$ cat src/source/sprite_pkg.sv
package sprite_pkg;

    // --------------------------------------------------
    // Frame and sprite geometry
    // --------------------------------------------------
    localparam int FRAME_W     = 32;
    localparam int FRAME_H     = 24;
    localparam int NUM_SPRITES = 8;
    localparam int MAX_LAYERS  = 4;
    localparam int SPRITE_SIZE = 8;
    localparam int NUM_IMAGES  = 4;

    // Derived widths
    localparam int X_W     = 10;
    localparam int Y_W     = 9;
    localparam int OFS_W   = $clog2(SPRITE_SIZE);
    localparam int IMG_W   = $clog2(NUM_IMAGES);
    localparam int SLOT_W  = $clog2(NUM_SPRITES);
    localparam int LAYER_W = $clog2(MAX_LAYERS);

    // Register port
    localparam int REG_AW = 8;
    localparam int REG_DW = 32;

    // Sprite ROM, one image after the other
    localparam int ROM_DEPTH = NUM_IMAGES * SPRITE_SIZE * SPRITE_SIZE;
    localparam int ROM_AW    = $clog2(ROM_DEPTH);

    // Magenta colour key
    localparam logic [23:0] TRANSPARENT = 24'hFF_00_FF;

    // --------------------------------------------------
    // Shared types
    // --------------------------------------------------
    typedef struct packed {
        logic [7:0] r;
        logic [7:0] g;
        logic [7:0] b;
    } rgb_t;

    typedef struct packed {
        logic             enable;
        logic [X_W-1:0]   x;
        logic [Y_W-1:0]   y;
        logic [IMG_W-1:0] image;
    } sprite_attr_t;

    typedef struct packed {
        logic             valid;
        logic [IMG_W-1:0] image;
        logic [OFS_W-1:0] row;
        logic [OFS_W-1:0] col;
    } layer_hit_t;

    // Image content, addressed as {image, row, col}
    // Every third diagonal is see-through
    function automatic rgb_t sprite_pattern(input logic [ROM_AW-1:0] addr);
        logic [IMG_W-1:0] image;
        logic [OFS_W-1:0] row;
        logic [OFS_W-1:0] col;
        int               sum;
        rgb_t             px;
        {image, row, col} = addr;
        sum = int'(image) + int'(row) + int'(col);
        if (sum % 3 == 0) begin
            px = TRANSPARENT;
        end else begin
            // Green never reaches zero, so no clash with the key
            px.r = 8'(row * 32 + 31);
            px.g = 8'(col * 32 + 16);
            px.b = 8'(image * 64 + sum * 4);
        end
        return px;
    endfunction

endpackage

$ cat src/source/layer_fetcher.sv
module layer_fetcher
    import sprite_pkg::*;
(
    input  logic                        clk,
    input  logic                        rst_n,
    input  logic                        start_fetch,
    input  layer_hit_t [MAX_LAYERS-1:0] layers,
    input  rgb_t                        bg_q,
    input  rgb_t                        rom_data,
    output logic [ROM_AW-1:0]           rom_addr,
    output rgb_t                        pixel_out,
    output logic                        done
);

    typedef enum logic [1:0] {
        F_IDLE,
        F_ADDR,
        F_DATA
    } fetch_state_t;

    fetch_state_t                state;
    layer_hit_t [MAX_LAYERS-1:0] layers_q;
    rgb_t                        bg_r;
    logic [LAYER_W:0]            idx;
    layer_hit_t                  cur;
    logic                        more;
    logic                        opaque;

    // Valid layers are packed at the front, so the first gap ends the scan
    assign cur    = layers_q[idx[LAYER_W-1:0]];
    assign more   = (idx < (LAYER_W + 1)'(MAX_LAYERS)) && cur.valid;
    assign opaque = (rom_data != TRANSPARENT);

    assign rom_addr = {cur.image, cur.row, cur.col};

    // --------------------------------------------------
    // Scan sequencing
    // --------------------------------------------------
    always_ff @(posedge clk or negedge rst_n) begin
        if (!rst_n) begin
            state <= F_IDLE;
            idx   <= '0;
            done  <= 1'b0;
        end else begin
            done <= 1'b0;
            case (state)
                F_IDLE: begin
                    if (start_fetch) begin
                        idx   <= '0;
                        state <= F_ADDR;
                    end
                end
                // Address goes out this cycle
                F_ADDR: begin
                    if (more) begin
                        state <= F_DATA;
                    end else begin
                        done  <= 1'b1;
                        state <= F_IDLE;
                    end
                end
                // ROM data is back
                F_DATA: begin
                    if (opaque) begin
                        done  <= 1'b1;
                        state <= F_IDLE;
                    end else begin
                        idx   <= idx + 1'b1;
                        state <= F_ADDR;
                    end
                end
                default: state <= F_IDLE;
            endcase
        end
    end

    // Latched inputs and result
    always_ff @(posedge clk) begin
        if (state == F_IDLE && start_fetch) begin
            layers_q <= layers;
            bg_r     <= bg_q;
        end
        if (state == F_ADDR && !more) begin
            pixel_out <= bg_r;
        end else if (state == F_DATA && opaque) begin
            pixel_out <= rom_data;
        end
    end

endmodule

$ cat config.mk
export PLATFORM = sky130hd
export DESIGN_NAME = layer_fetcher
export DESIGN_NICKNAME = d
export VERILOG_FILES = /design/src/source/sprite_pkg.sv /design/src/source/layer_fetcher.sv
export SDC_FILE = /design/constraint.sdc
export NUM_CORES = 1
export LEC_CHECK = 0
export ABC_AREA = 1
export BUFFER_PORTS_ARGS = -buffer_cell sky130_fd_sc_hd__buf_2
export CAP_MARGIN = 10
export CORE_MARGIN = 4
export CORE_UTILIZATION = 35
export CTS_CLUSTER_DIAMETER = 50
export CTS_CLUSTER_SIZE = 8
export DETAILED_ROUTE_END_ITERATION = 12
export PLACE_DENSITY = 0.71
export SYNTH_ARGS = -nofsm -noshare
export SYNTH_HDL_FRONTEND = slang
export SYNTH_SLANG_ARGS = --single-unit
$ cat constraint.sdc
create_clock -name clk -period 2.4 [get_ports clk]
set_input_delay 0.48 -clock clk [delete_from_list [all_inputs] [get_ports clk]]
set_output_delay 0.48 -clock clk [all_outputs]
set_load 0.02 [all_outputs]
==> results of run 1 <==
## flip-flops by register name, summed over array words and instances, names as in the netlist
signal / count
layers_q: 36
bg_r: 24
pixel_out: 24
idx: 3
state: 2
done: 1
## power by group through the flow
stage	registers (W)	logic, W	clock network, W
floorplan	0.00277	0.000984	0
global placement	0.00252	0.00174	0
detailed placement	0.00254	0.00177	0
CTS	0.00250	0.00178	0.00108
global route	0.00254	0.00195	0.00114
finish	0.00249	0.00175	0.00104
## final timing paths
| kind | startpoint | end | slack, ps | cells past startpoint |
|---|---|---|---|---|
| worst min register to register | idx[2] | idx[2] | 540 | 2 |
| max in group asynchronous | rst_n | state[0] | 1760 | 2 |
| worst min-delay path | layers[14] | layers_q[14] | 290 | 1 |
| worst max register to register | idx[0] | pixel_out[12] | 390 | 7 |
| min in group asynchronous | rst_n | idx[1] | 480 | 2 |
| worst max-delay path | idx[0] | rom_addr[0] | 210 | 4 |
## logic make-up (layout without fill, tap and decap cells)
| group | Yosys count | after routing |
|---|---|---|
| simple gates | 137 | 137 |
| flops | 90 | 90 |
| compound gates | 30 | 30 |
| buf+inv | 28 | 159 |
| fa+ha+maj | 5 | 5 |
| xor+xnor | 1 | 1 |
## worst register-to-register path, delay by kind of cell, from the launching register on
kind	cells	cell delay (ps)
AO/OA/AOI/OAI	1	230
buffers and inverters	2	560
flip-flops	1	470
AND/OR/NAND/NOR	4	430
## layout make-up
| class | instances | area, µm² | area share, % |
|---|---|---|---|
| clock buffers | 9 | 124 | 2.71 |
| clock inverters | 7 | 76.3 | 1.67 |
| inverters | 17 | 63.8 | 1.40 |
| multi-input cells | 173 | 810 | 17.7 |
| flip-flops and latches | 90 | 2670 | 58.6 |
| well taps | 133 | 166 | 3.65 |
| repair buffers | 126 | 651 | 14.3 |
## metrics by stage
stage	utilization (%)	std cells
after floorplan	-	291
after CTS	46.0	555
after global placement	43.9	538
after global routing	46.0	555
after detailed placement	43.9	538
final	46.0	555
## placed cells by master (no fill, tap or decap), drive strengths merged
cell / count
buf: 125
nand4: 1
nor2: 30
dlygate4sd3: 1
clkbuf: 9
nand3: 28
clkinv: 2
o22ai: 8
a21boi: 1
nand3b: 1
inv: 20
ha: 5
bufinv: 1
xnor2: 1
clkinvlp: 1
edfxtp: 84
a21oi: 1
nand2: 77
o21ai: 20
dfrtp: 6
## routing by layer
| metal | part of all wire [%] | up-vias |
|---|---|---|
| met5 | 0.28 | - |
| met4 | 1.0 | 4 |
| met3 | 8.2 | 9 |
| met2 | 49 | 87 |
| met1 | 42 | 1111 |
| li1 | - | 1260 |
## repair_timing
action                                  in CTS  in global routing
endpoints found under the hold margin        6                  0
hold buffers                                 1                  0
endpoints found under the setup margin       0                  0
==> summary by stage, run 1 <==
Global route
For met1 alone, demand over resource in global routing was 14.8%. In the global route stage, met3 resource usage came out at 5.05%. The global routing usage on met2 is 22.1%. The initial antenna violation count was 2. The via count of the first global-routing pass is 2,480. The first global-routing pass estimated 11.4 mm of wire. Global routing used 12.8% of the available tracks. met2 is the most crowded layer. The maximum number of pins on one net before global-route repair is 37.

The total congestion overflow after global routing is 0.

Yosys
Sorting the synthesized cells by area gives the leading types as sky130_fd_sc_hd__edfxtp_1 (70%), sky130_fd_sc_hd__nand2_1 (7.7%), sky130_fd_sc_hd__dfrtp_1 (4.1%). The most repeated cell in the gate-level netlist after synthesis is sky130_fd_sc_hd__edfxtp_1. The top cell type by area accounts for 69.7% of the synthesized area. The number of enable flip-flop cells after synthesis is 84.

The share of synthesized flip-flops with an asynchronous set or reset is 6.67%. The number of synthesized register bits is 90. After Yosys synthesis, and, or, nand and nor cells account for 15.9% of the synthesized area.

The number of library cell types mapped by synthesis is 23. The most used flip-flop cell after synthesis is sky130_fd_sc_hd__edfxtp_1. After synthesis the cells add up to 3620 µm².

The post-synthesis share of cell area spent on full adders, half adders and majority gates is 1.73%. In the synthesized netlist, mux cells make up 0% of the area. For this run, the number of Yosys warnings is 0. The dominant combinational cell family by area after synthesis is simple AND/OR/NAND/NOR gates.

After synthesis, flip-flops and latches occupy 73.9% of the total area. Summing the areas of all xor and xnor instances in the mapped netlist gives 0.242% of the synthesized area. The synthesized netlist devotes 4.50% of its cell area to compound gates. The biggest area contributor in the post-synthesis netlist is sky130_fd_sc_hd__edfxtp_1. The average instance in the mapped netlist occupies 12.4 µm². Sorting the synthesized cells by how often they occur yields sky130_fd_sc_hd__edfxtp_1 (84), sky130_fd_sc_hd__nand2_1 (74), sky130_fd_sc_hd__nor2_1 (29), sky130_fd_sc_hd__nand3_1 (28), sky130_fd_sc_hd__o21ai_0 (18).

Counting every instance in the synthesized netlist gives 291. The total nets after synthesis is 383.

Run status
The flow ran to the end, and the final reports show no timing, DRC or antenna violations.

Floorplan
The region available for standard cell placement spans 9910 µm². The width of the die is 110 µm. The initialized floorplan defines 36 standard-cell rows. For this configuration, the core starts out at a cell density of 36.5%. The boundary pin count is 120. The die covers 12,000 µm².

The height of the chip is 110 µm.

Timing
Setup violations remaining at the end of the flow were counted as 0. On the final layout, the worst clock skew is 9.02 ps. The max-slew violation count is 0. After layout, the worst setup slack is 214 ps.

Hold timing on the final database bottoms out at a slack of 293 ps. The worst slew slack as a fraction of its limit is 69.1%. Of the available clock period, the critical path in the final layout requires 91.1%. Setup repair after global routing left no endpoint under its margin. The hold violation total from the final report is 0. The actual slew at the worst max-slew pin is 463 ps. The highest clock rate is 458 MHz. Summed over all failing endpoints, the final setup total negative slack is 0 ps. The final period demand of the worst path is 2190 ps.

Route
The final layout contains routed wiring with a total length of 7.45 mm. Once detail routing completed, the nets flagged for antenna violations numbered 0. The number of DRC violations after detailed-routing iteration 0 is 96.

The vias after detailed routing is 2,471. The number of iterations in the first detailed-routing pass is 4. Dividing the detail-routed via count by the number of cells gives 4.45.

The average detailed-routed wire length per instance is 13.4 µm. The final routed DRC violation total is 0.

Worst setup path
The endpoint type of the worst setup path is an output pin. The setup path with the least slack is of type reg2out. The largest fanout on the critical path is 18. STA puts the critical path data required time at 1920 ps. The cell with the biggest individual delay on the critical path is sky130_fd_sc_hd__dfrtp_1.

The number of buffer and inverter stages on the critical path is 2. The dominant delay contributor by cell family on the critical path is buffers and inverters. The critical path goes through inv_1, o21ai_0, o22ai_1, buf_2. The nature of the critical path startpoint is a flop.

Data arrives at the worst endpoint at 1710 ps. The maximum cell stage delay along the critical path is 460 ps.

Power
The design internal power is 0.00336 W. The share of total power in combinational logic is 33.1%. The worst supply voltage drop on vdd is 0.448 mV.

In this run switching power makes up 36.3% of total power. The post-layout total power is 0.00528 W. In this run the power spent charging and discharging nets is 0.00192 W.

The clock network power share is 19.6%. Dividing total power by cell area gives a power density of 1160 nW/µm². Per report_power, the sequential group accounts for 47.3% of the total. In this run the static leakage power is 2.00 nW.

Layout
The post-route cell area is 4560 µm². The post-route netlist has 34.8% of its cells at a drive strength greater than 1. The final layout contains 509 nets. The total inserted antenna cells is 0. The area growth from synthesis to layout is 26.1%. The filler cells instantiated in the layout total 938.

CTS
The insertion delay to the later sink of the worst-skew pair is 350 ps. Clock tree synthesis selected as its root buffer the cell sky130_fd_sc_hd__clkbuf_8. The number of buffers added by the clock tree synthesis step is 9. Clock-pin slew was measured on the worst setup and hold paths at 90 ps.

The H-tree depth is 3. In this run, post-CTS repair resized a total of 0 instances. The maximum count of clock buffers along a single path is 2. TritonCTS built the clock tree.

Counting every sink on the clock net gives 90. After clock tree synthesis, the setup repair step added 0 buffers.

Placed design
After legalization and detailed placement, the total HPWL measured 5.63 mm. After detailed placement, the total cell area comes to 4350 µm². The number of buffers inserted by port buffering is 119. The routability-driven placement congestion ratio is 0.773.

At the placement stage, the worst setup path has a slack of 349 ps.

Worst hold path
The class of the tightest hold or removal check is in2reg.

Flow run
The reported max-cap violation count is 0.
No activity file was read; power rests on OpenSTA's default activity.
==> run 2: changes to the inputs <==
- CORE_UTILIZATION: 35 -> 45
- PLACE_DENSITY: 0.71 -> 0.85
==> summary by stage, run 2 (synthesized netlist as in run 1, its figures left out) <==
Route
The wire length after detailed routing is 7.17 mm (was 7.45 mm). The average detailed-routed wire length per instance was 13.7 µm (was 13.4 µm). The number of iterations in the first detailed-routing pass is 4 (unchanged).

The via count normalized by instance count came to 4.93 (was 4.45). The final routed DRC violation total was 0 (unchanged). The vias after detailed routing is 2,578 (was 2,471).

The number of DRC violations after detailed-routing iteration 0 is 139 (was 96). The count of nets left with antenna violations after detail routing came to 0 (unchanged).

Layout
The layout overhead on the synthesized area is 25.8% (was 26.1%). The largest register by flop count is layers_q (unchanged). The flip-flop count of the largest register after layout came to 36 (unchanged). The number of nets at the end of the flow is 508 (was 509). The number of standard cells in the final layout excluding fillers is 523 (was 555). The ratio of cells with drive above 1 in the final layout is 34.7% (was 34.8%). The total inserted antenna cells was 0 (unchanged). The layout filler cell count is 615 (was 938). Leading registers by flop count: layers_q: 36 flops, bg_r: 24 flops, pixel_out: 24 flops (unchanged).

The final standard cell utilization of the core was 58.6% (was 46.0%). Most used cells in the layout excluding fill and tap cells: sky130_fd_sc_hd__buf_2 (119), sky130_fd_sc_hd__edfxtp_1 (84), sky130_fd_sc_hd__nand2_1 (74) (unchanged). The most common cell after layout, fill and taps aside is sky130_fd_sc_hd__buf_2 (unchanged).

Floorplan
The height of the chip was 97.7 µm (was 110 µm). The boundary pin count came to 120 (unchanged). The width of the die is 97.7 µm (was 110 µm). The count of standard-cell rows is 32 (was 36). The core area is 7770 µm² (was 9910 µm²).

The full die area is 9540 µm² (was 12,000 µm²). The effective utilization at floorplan is 46.6% (was 36.5%).

Flow run
The reported max-cap violation count is 0 (unchanged).

CTS
The number of gates given a new drive strength after cts was 0 (unchanged). The insertion delay to the later sink of the worst-skew pair is 350 ps (about the same). The master cell of the clock root buffer is sky130_fd_sc_hd__clkbuf_8 (unchanged). The number of buffers inserted by post-CTS setup repair is 0 (unchanged). The CTS tree is built (unchanged). The CTS sink count is 90 (unchanged). The number of buffers added by the clock tree synthesis step is 9 (unchanged). The H-tree depth is 3 (unchanged). The clock transition at the register clock pins on the worst setup and hold paths after CTS was 90 ps (about the same).

The maximum count of clock buffers along a single path is 2 (unchanged).

Worst setup path
The first element of the critical path is idx[0] (unchanged). The nature of the critical path startpoint is a flop (unchanged). The worst reg2reg path endpoint is pixel_out[15] (was pixel_out[12]). The required time at the worst-slack endpoint was 1920 ps (about the same). The logic depth of the worst register-to-register path is 7 (unchanged). The register-to-register path setup slack is 290 ps (was 390 ps). The critical path data arrival time is 1710 ps (about the same). The category of the critical setup timing path is reg2out (unchanged). The endpoint type of the worst setup path is an output pin (unchanged). The largest fanout on the critical path was 16 (was 18). The launch point of the worst reg-to-reg path is idx[0] (unchanged).

Timing
The worst slew slack as a fraction of its limit was 74.5% (was 69.1%). RSZ-0062 raised after global routing: no (unchanged). The final critical-path share of the clock period is 91.4% (was 91.1%).

The number of endpoints failing setup at the final stage came to 0 (unchanged). The highest clock rate came to 456 MHz (was 458 MHz). The max-slew violation count came to 0 (unchanged). The setup clock skew after layout is 13.2 ps (was 9.02 ps).

The final period demand of the worst path is 2190 ps (about the same). The hold violation total from the final report is 0 (unchanged). The total negative slack for setup checks is 0 ps (unchanged). The final worst-path setup slack was 207 ps (was 214 ps). The actual slew at the worst max-slew pin is 383 ps (was 463 ps).

Power
The switching share of power was 35.3% (was 36.3%). The worst supply voltage drop on vdd is 0.656 mV (was 0.448 mV). The design internal power is 0.00347 W (was 0.00336 W).

The clock network power share is 20.8% (was 19.6%). The share of total power in combinational logic was 32.5% (was 33.1%). The power density over the cells was 1180 nW/µm² (was 1160 nW/µm²). The power dissipated by switching net loads is 0.00190 W (was 0.00192 W).

The reported leakage power was 2.00 nW (about the same). The portion of total power attributed to sequential cells was 46.6% (was 47.3%). The post-layout total power is 0.00537 W (was 0.00528 W).

Placed design
The number of placed instances with taps included is 506 (was 538). The detailed placer's ending HPWL was 5.42 mm (was 5.63 mm). The routability-driven placement congestion ratio came to 0.869 (was 0.773). The number of buffers inserted by port buffering was 119 (unchanged).

The worst slack at placement is 299 ps (was 349 ps).

Global route
The total congestion overflow after global routing is 0 (unchanged). The global router's overall resource usage came to 15.4% (was 12.8%). The maximum number of pins on one net before global-route repair came to 45 (was 37). The initial antenna violation count is 0 (was 2). The global-route wire length before repair is 11.6 mm (was 11.4 mm).

The via count of the first global-routing pass came to 2,493 (was 2,480).

Worst hold path
The endpoint of the worst hold-timing path is layers_q[22] (was layers_q[14]). The worst hold path startpoint is layers[22] (was layers[14]). The number of cells on the worst hold path came to 1 (unchanged). The class of the tightest hold or removal check is in2reg (unchanged).

Run status
Run status: complete, no violations (unchanged).
-- run 2: changes by cell type in the layout (fill, tap and decap cells not counted), sizes merged --
cell / previous run / this run
buf: 125 / 124
bufinv: 1 / 2
clkinv: 2 / 1
-- run 2: how the worst max path moves through the flow --
stage | to | slack [ps] | cells after the start
finish | rom_addr[4] | 210 | 5
global route | rom_addr[0] | 60 | 4
CTS | rom_addr[4] | 170 | 5
detailed placement | pixel_out[3] | 300 | 7
global placement | pixel_out[1] | 380 | 7
floorplan | bg_r[0] | 150 | 4
-- run 2: worst max-delay path, stage by stage (launching register included) --
cell and delay, ps:
sky130_fd_sc_hd__dfrtp_1 560, sky130_fd_sc_hd__inv_1 120, sky130_fd_sc_hd__buf_4 200, sky130_fd_sc_hd__o21ai_0 190
sky130_fd_sc_hd__o22ai_1 110, sky130_fd_sc_hd__buf_2 170
-- run 2: per-stage QoR --
step                      hold slack [ps]  instance area [µm²]
after floorplan                       184                 3620
after global placement                316                 4320
after detailed placement              320                 4320
after CTS                             276                 4550
after global routing                  276                 4550
final                                 294                 4550
-- run 2: repair_timing --
item,CTS,global route
endpoints found under the hold margin,6,0
hold buffers,1,0
endpoints found under the setup margin,0,0
-- run 2: power by group through the flow --
stage | Clock (W) | Sequential (W) | Combinational (W)
4_1_cts | 0.00114 | 0.00251 | 0.00176
2_1_floorplan | 0 | 0.00277 | 0.000984
3_5_place_dp | 0 | 0.00255 | 0.00175
6_report | 0.00112 | 0.00250 | 0.00175
5_1_grt | 0.00122 | 0.00256 | 0.00194
3_3_place_gp | 0 | 0.00252 | 0.00171
-- run 2: cell type report --
type | count | area [µm²] | area share, %
inverters | 17 | 63.8 | 1.40
multi-input cells | 173 | 810 | 17.8
clock inverters | 7 | 98.8 | 2.17
well taps | 102 | 128 | 2.80
flip-flops and latches | 90 | 2670 | 58.7
repair buffers | 125 | 656 | 14.4
clock buffers | 9 | 124 | 2.72
-- run 2: routing by layer --
metal	vias up	global-route usage, %	share of wire [%]
li1	1256	-	-
met1	1165	20.2	41
met2	143	24.8	48
met3	14	3.73	9.6
met4	0	5.86	1.7
met5	-	0	0
==> run 3: changes to the inputs <==
- clock period: 2.4 -> 1.9 ns (I/O delays scaled with it)
==> summary by stage, run 3 (synthesized netlist as in run 1, its figures left out) <==
Route
The number of DRC violations after detailed-routing iteration 0 is 88 (was 139). The number of iterations in the first detailed-routing pass is 4 (unchanged). The final routed DRC violation total is 0 (unchanged). The wire length after detailed routing was 7.27 mm (was 7.17 mm). The average detailed-routed wire length per instance is 13.7 µm (about the same). The count of nets left with antenna violations after detail routing is 0 (unchanged). The vias after detailed routing is 2,553 (was 2,578). The via count normalized by instance count is 4.82 (was 4.93).

Worst setup path
The nature of the critical path startpoint is a flop (unchanged). The largest fanout on the critical path is 17 (was 16). The launch point of the worst reg-to-reg path is idx[0] (unchanged). The category of the critical setup timing path is reg2out (unchanged). The logic depth of the worst register-to-register path is 9 (was 7). The endpoint type of the worst setup path is an output pin (unchanged).

The register-to-register path setup slack came to 230 ps (was 290 ps). The required time at the worst-slack endpoint was 1520 ps (was 1920 ps). The worst reg2reg path endpoint is pixel_out[18] (was pixel_out[15]).

The critical path data arrival time is 1470 ps (was 1710 ps).

Floorplan
The effective utilization at floorplan is 46.6% (unchanged). The height of the chip is 97.7 µm (unchanged). The full die area is 9540 µm² (unchanged). The boundary pin count is 120 (unchanged). The count of standard-cell rows is 32 (unchanged). The core area is 7770 µm² (unchanged). The width of the die is 97.7 µm (unchanged).

Timing
The hold violation total from the final report is 0 (unchanged). The actual slew at the worst max-slew pin was 366 ps (was 383 ps). The final critical-path share of the clock period is 97.4%.

The number of endpoints failing setup at the final stage came to 0 (unchanged). The max-slew violation count is 0 (unchanged). The final period demand of the worst path is 1850 ps. The total negative slack for setup checks is 0 ps (unchanged). The worst slew slack as a fraction of its limit is 75.6% (was 74.5%). RSZ-0062 raised after global routing: yes (was no). Timing would allow up to 540 MHz. The setup clock skew after layout came to 8.27 ps (was 13.2 ps).

Layout
The area taken by flip-flops and latches is 2670 µm² (about the same). The post-route cell area is 4610 µm² (was 4550 µm²). The area of combinational cells with multiple inputs is 823 µm² (was 810 µm²). The most common cell after layout, fill and taps aside is sky130_fd_sc_hd__buf_2 (unchanged).

The largest register by flop count is layers_q (unchanged). The layout filler cell count is 632 (was 615). The number of nets at the end of the flow is 515 (was 508). The flip-flop count of the largest register after layout is 36 (unchanged). The ratio of cells with drive above 1 in the final layout came to 36.9% (was 34.7%). Most used cells in the layout excluding fill and tap cells: sky130_fd_sc_hd__buf_2 (115), sky130_fd_sc_hd__edfxtp_1 (84), sky130_fd_sc_hd__nand2_1 (72) (was sky130_fd_sc_hd__buf_2 (119), sky130_fd_sc_hd__edfxtp_1 (84), sky130_fd_sc_hd__nand2_1 (74)).

The layout overhead on the synthesized area is 27.3% (was 25.8%). The total inserted antenna cells is 0 (unchanged). The final standard cell utilization of the core was 59.3% (was 58.6%).

Leading registers by flop count: layers_q: 36 flops, bg_r: 24 flops, pixel_out: 24 flops (unchanged).

Run status
Run status: complete, no violations (unchanged).

Global route
The maximum number of pins on one net before global-route repair came to 33 (was 45). The initial antenna violation count is 0 (unchanged). The via count of the first global-routing pass was 2,529 (was 2,493).

The global router's overall resource usage is 15.4% (about the same). The global-route wire length before repair is 11.7 mm (was 11.6 mm). The total congestion overflow after global routing is 0 (unchanged).

Worst hold path
The class of the tightest hold or removal check is in2reg (unchanged). The number of cells on the worst hold path is 1 (unchanged). The endpoint of the worst hold-timing path is layers_q[4] (was layers_q[22]). The worst hold path startpoint was layers[4] (was layers[22]).

Placed design
The instance area at placement was 4370 µm² (was 4320 µm²). The detailed placer's ending HPWL is 5.42 mm (about the same). The routability-driven placement congestion ratio is 0.806 (was 0.869).

The number of buffers inserted by port buffering is 119 (unchanged).

CTS
The maximum count of clock buffers along a single path is 2 (unchanged). The CTS tree is built (unchanged). The CTS sink count was 90 (unchanged). The number of buffers added by the clock tree synthesis step was 9 (unchanged). The clock transition at the register clock pins on the worst setup and hold paths after CTS came to 90 ps (about the same). The H-tree depth was 3 (unchanged).

The insertion delay to the later sink of the worst-skew pair is 350 ps (about the same). The master cell of the clock root buffer is sky130_fd_sc_hd__clkbuf_8 (unchanged).

Power
The design internal power was 0.00426 W (was 0.00347 W). The share of total power in combinational logic was 36.3% (was 32.5%). The reported leakage power came to 2.02 nW (was 2.00 nW).

The power density over the cells came to 1450 nW/µm² (was 1180 nW/µm²). The clock network power share is 16.8% (was 20.8%). The portion of total power attributed to sequential cells is 46.8% (was 46.6%). The power dissipated by switching net loads was 0.00244 W (was 0.00190 W). The switching share of power is 36.4% (was 35.3%).

The post-layout total power is 0.00670 W (was 0.00537 W). The worst supply voltage drop on vdd is 0.782 mV (was 0.656 mV).

Flow run
The reported max-cap violation count is 0 (unchanged).
-- run 3: what timing repair did --
action,4_1_cts,5_1_grt
hold buffers,1,0
setup endpoints to repair,8,6
pin swaps,1,3
cloned,1,0
resized for setup,6,10
setup buffers,2,0
hold endpoints to repair,6,0
-- run 3: routing by layer --
layer  part of all wire (%)  GRT usage, %  vias to the layer above
met5                      0             0                        -
met4                    1.2          4.58                        0
met3                    8.9          5.38                       11
met2                     49          26.0                      114
met1                     41          18.7                     1157
li1                       -             -                     1271
-- run 3: final cells by class --
cell class | count | area share (%)
well taps | 102 | 2.77
flip-flops and latches | 90 | 58.0
inverters | 17 | 1.52
clock inverters | 6 | 0.923
repair buffers | 132 | 16.1
multi-input cells | 173 | 17.9
clock buffers | 10 | 2.77
-- run 3: how the worst max path moves through the flow --
stage	to	cells past startpoint	slack, ps	from
2_1_floorplan	bg_r[0]	4	-20	state[0]
5_1_grt	rom_addr[1]	4	-8	idx[0]
3_5_place_dp	pixel_out[2]	9	210	rom_data[17]
3_3_place_gp	pixel_out[1]	9	270	rom_data[17]
6_report	rom_addr[2]	4	50	idx[0]
4_1_cts	rom_addr[2]	4	2	idx[0]
-- run 3: critical path, cell delays in order (launching register included) --
cell,delay [ps]
sky130_fd_sc_hd__dfrtp_2,420
sky130_fd_sc_hd__buf_6,180
sky130_fd_sc_hd__o21ai_1,100
sky130_fd_sc_hd__o22ai_1,220
sky130_fd_sc_hd__buf_4,190
-- run 3: power groups by stage --
stage | Combinational, W | Sequential, W | Clock, W
CTS | 0.00242 | 0.00314 | 0.00116
floorplan | 0.00126 | 0.00349 | 0
finish | 0.00243 | 0.00314 | 0.00113
detailed placement | 0.00233 | 0.00319 | 0
global route | 0.00269 | 0.00319 | 0.00126
global placement | 0.00229 | 0.00317 | 0
-- run 3: per-stage QoR --
stage / cells / setup WS [ps] / hold slack (ps)
after floorplan: 291 / -24.7 / 84.4
after global placement: 510 / 274 / 213
after detailed placement: 510 / 210 / 217
after CTS: 530 / 2.05 / 182
after global routing: 530 / -8.24 / 174
final: 530 / 49.6 / 199
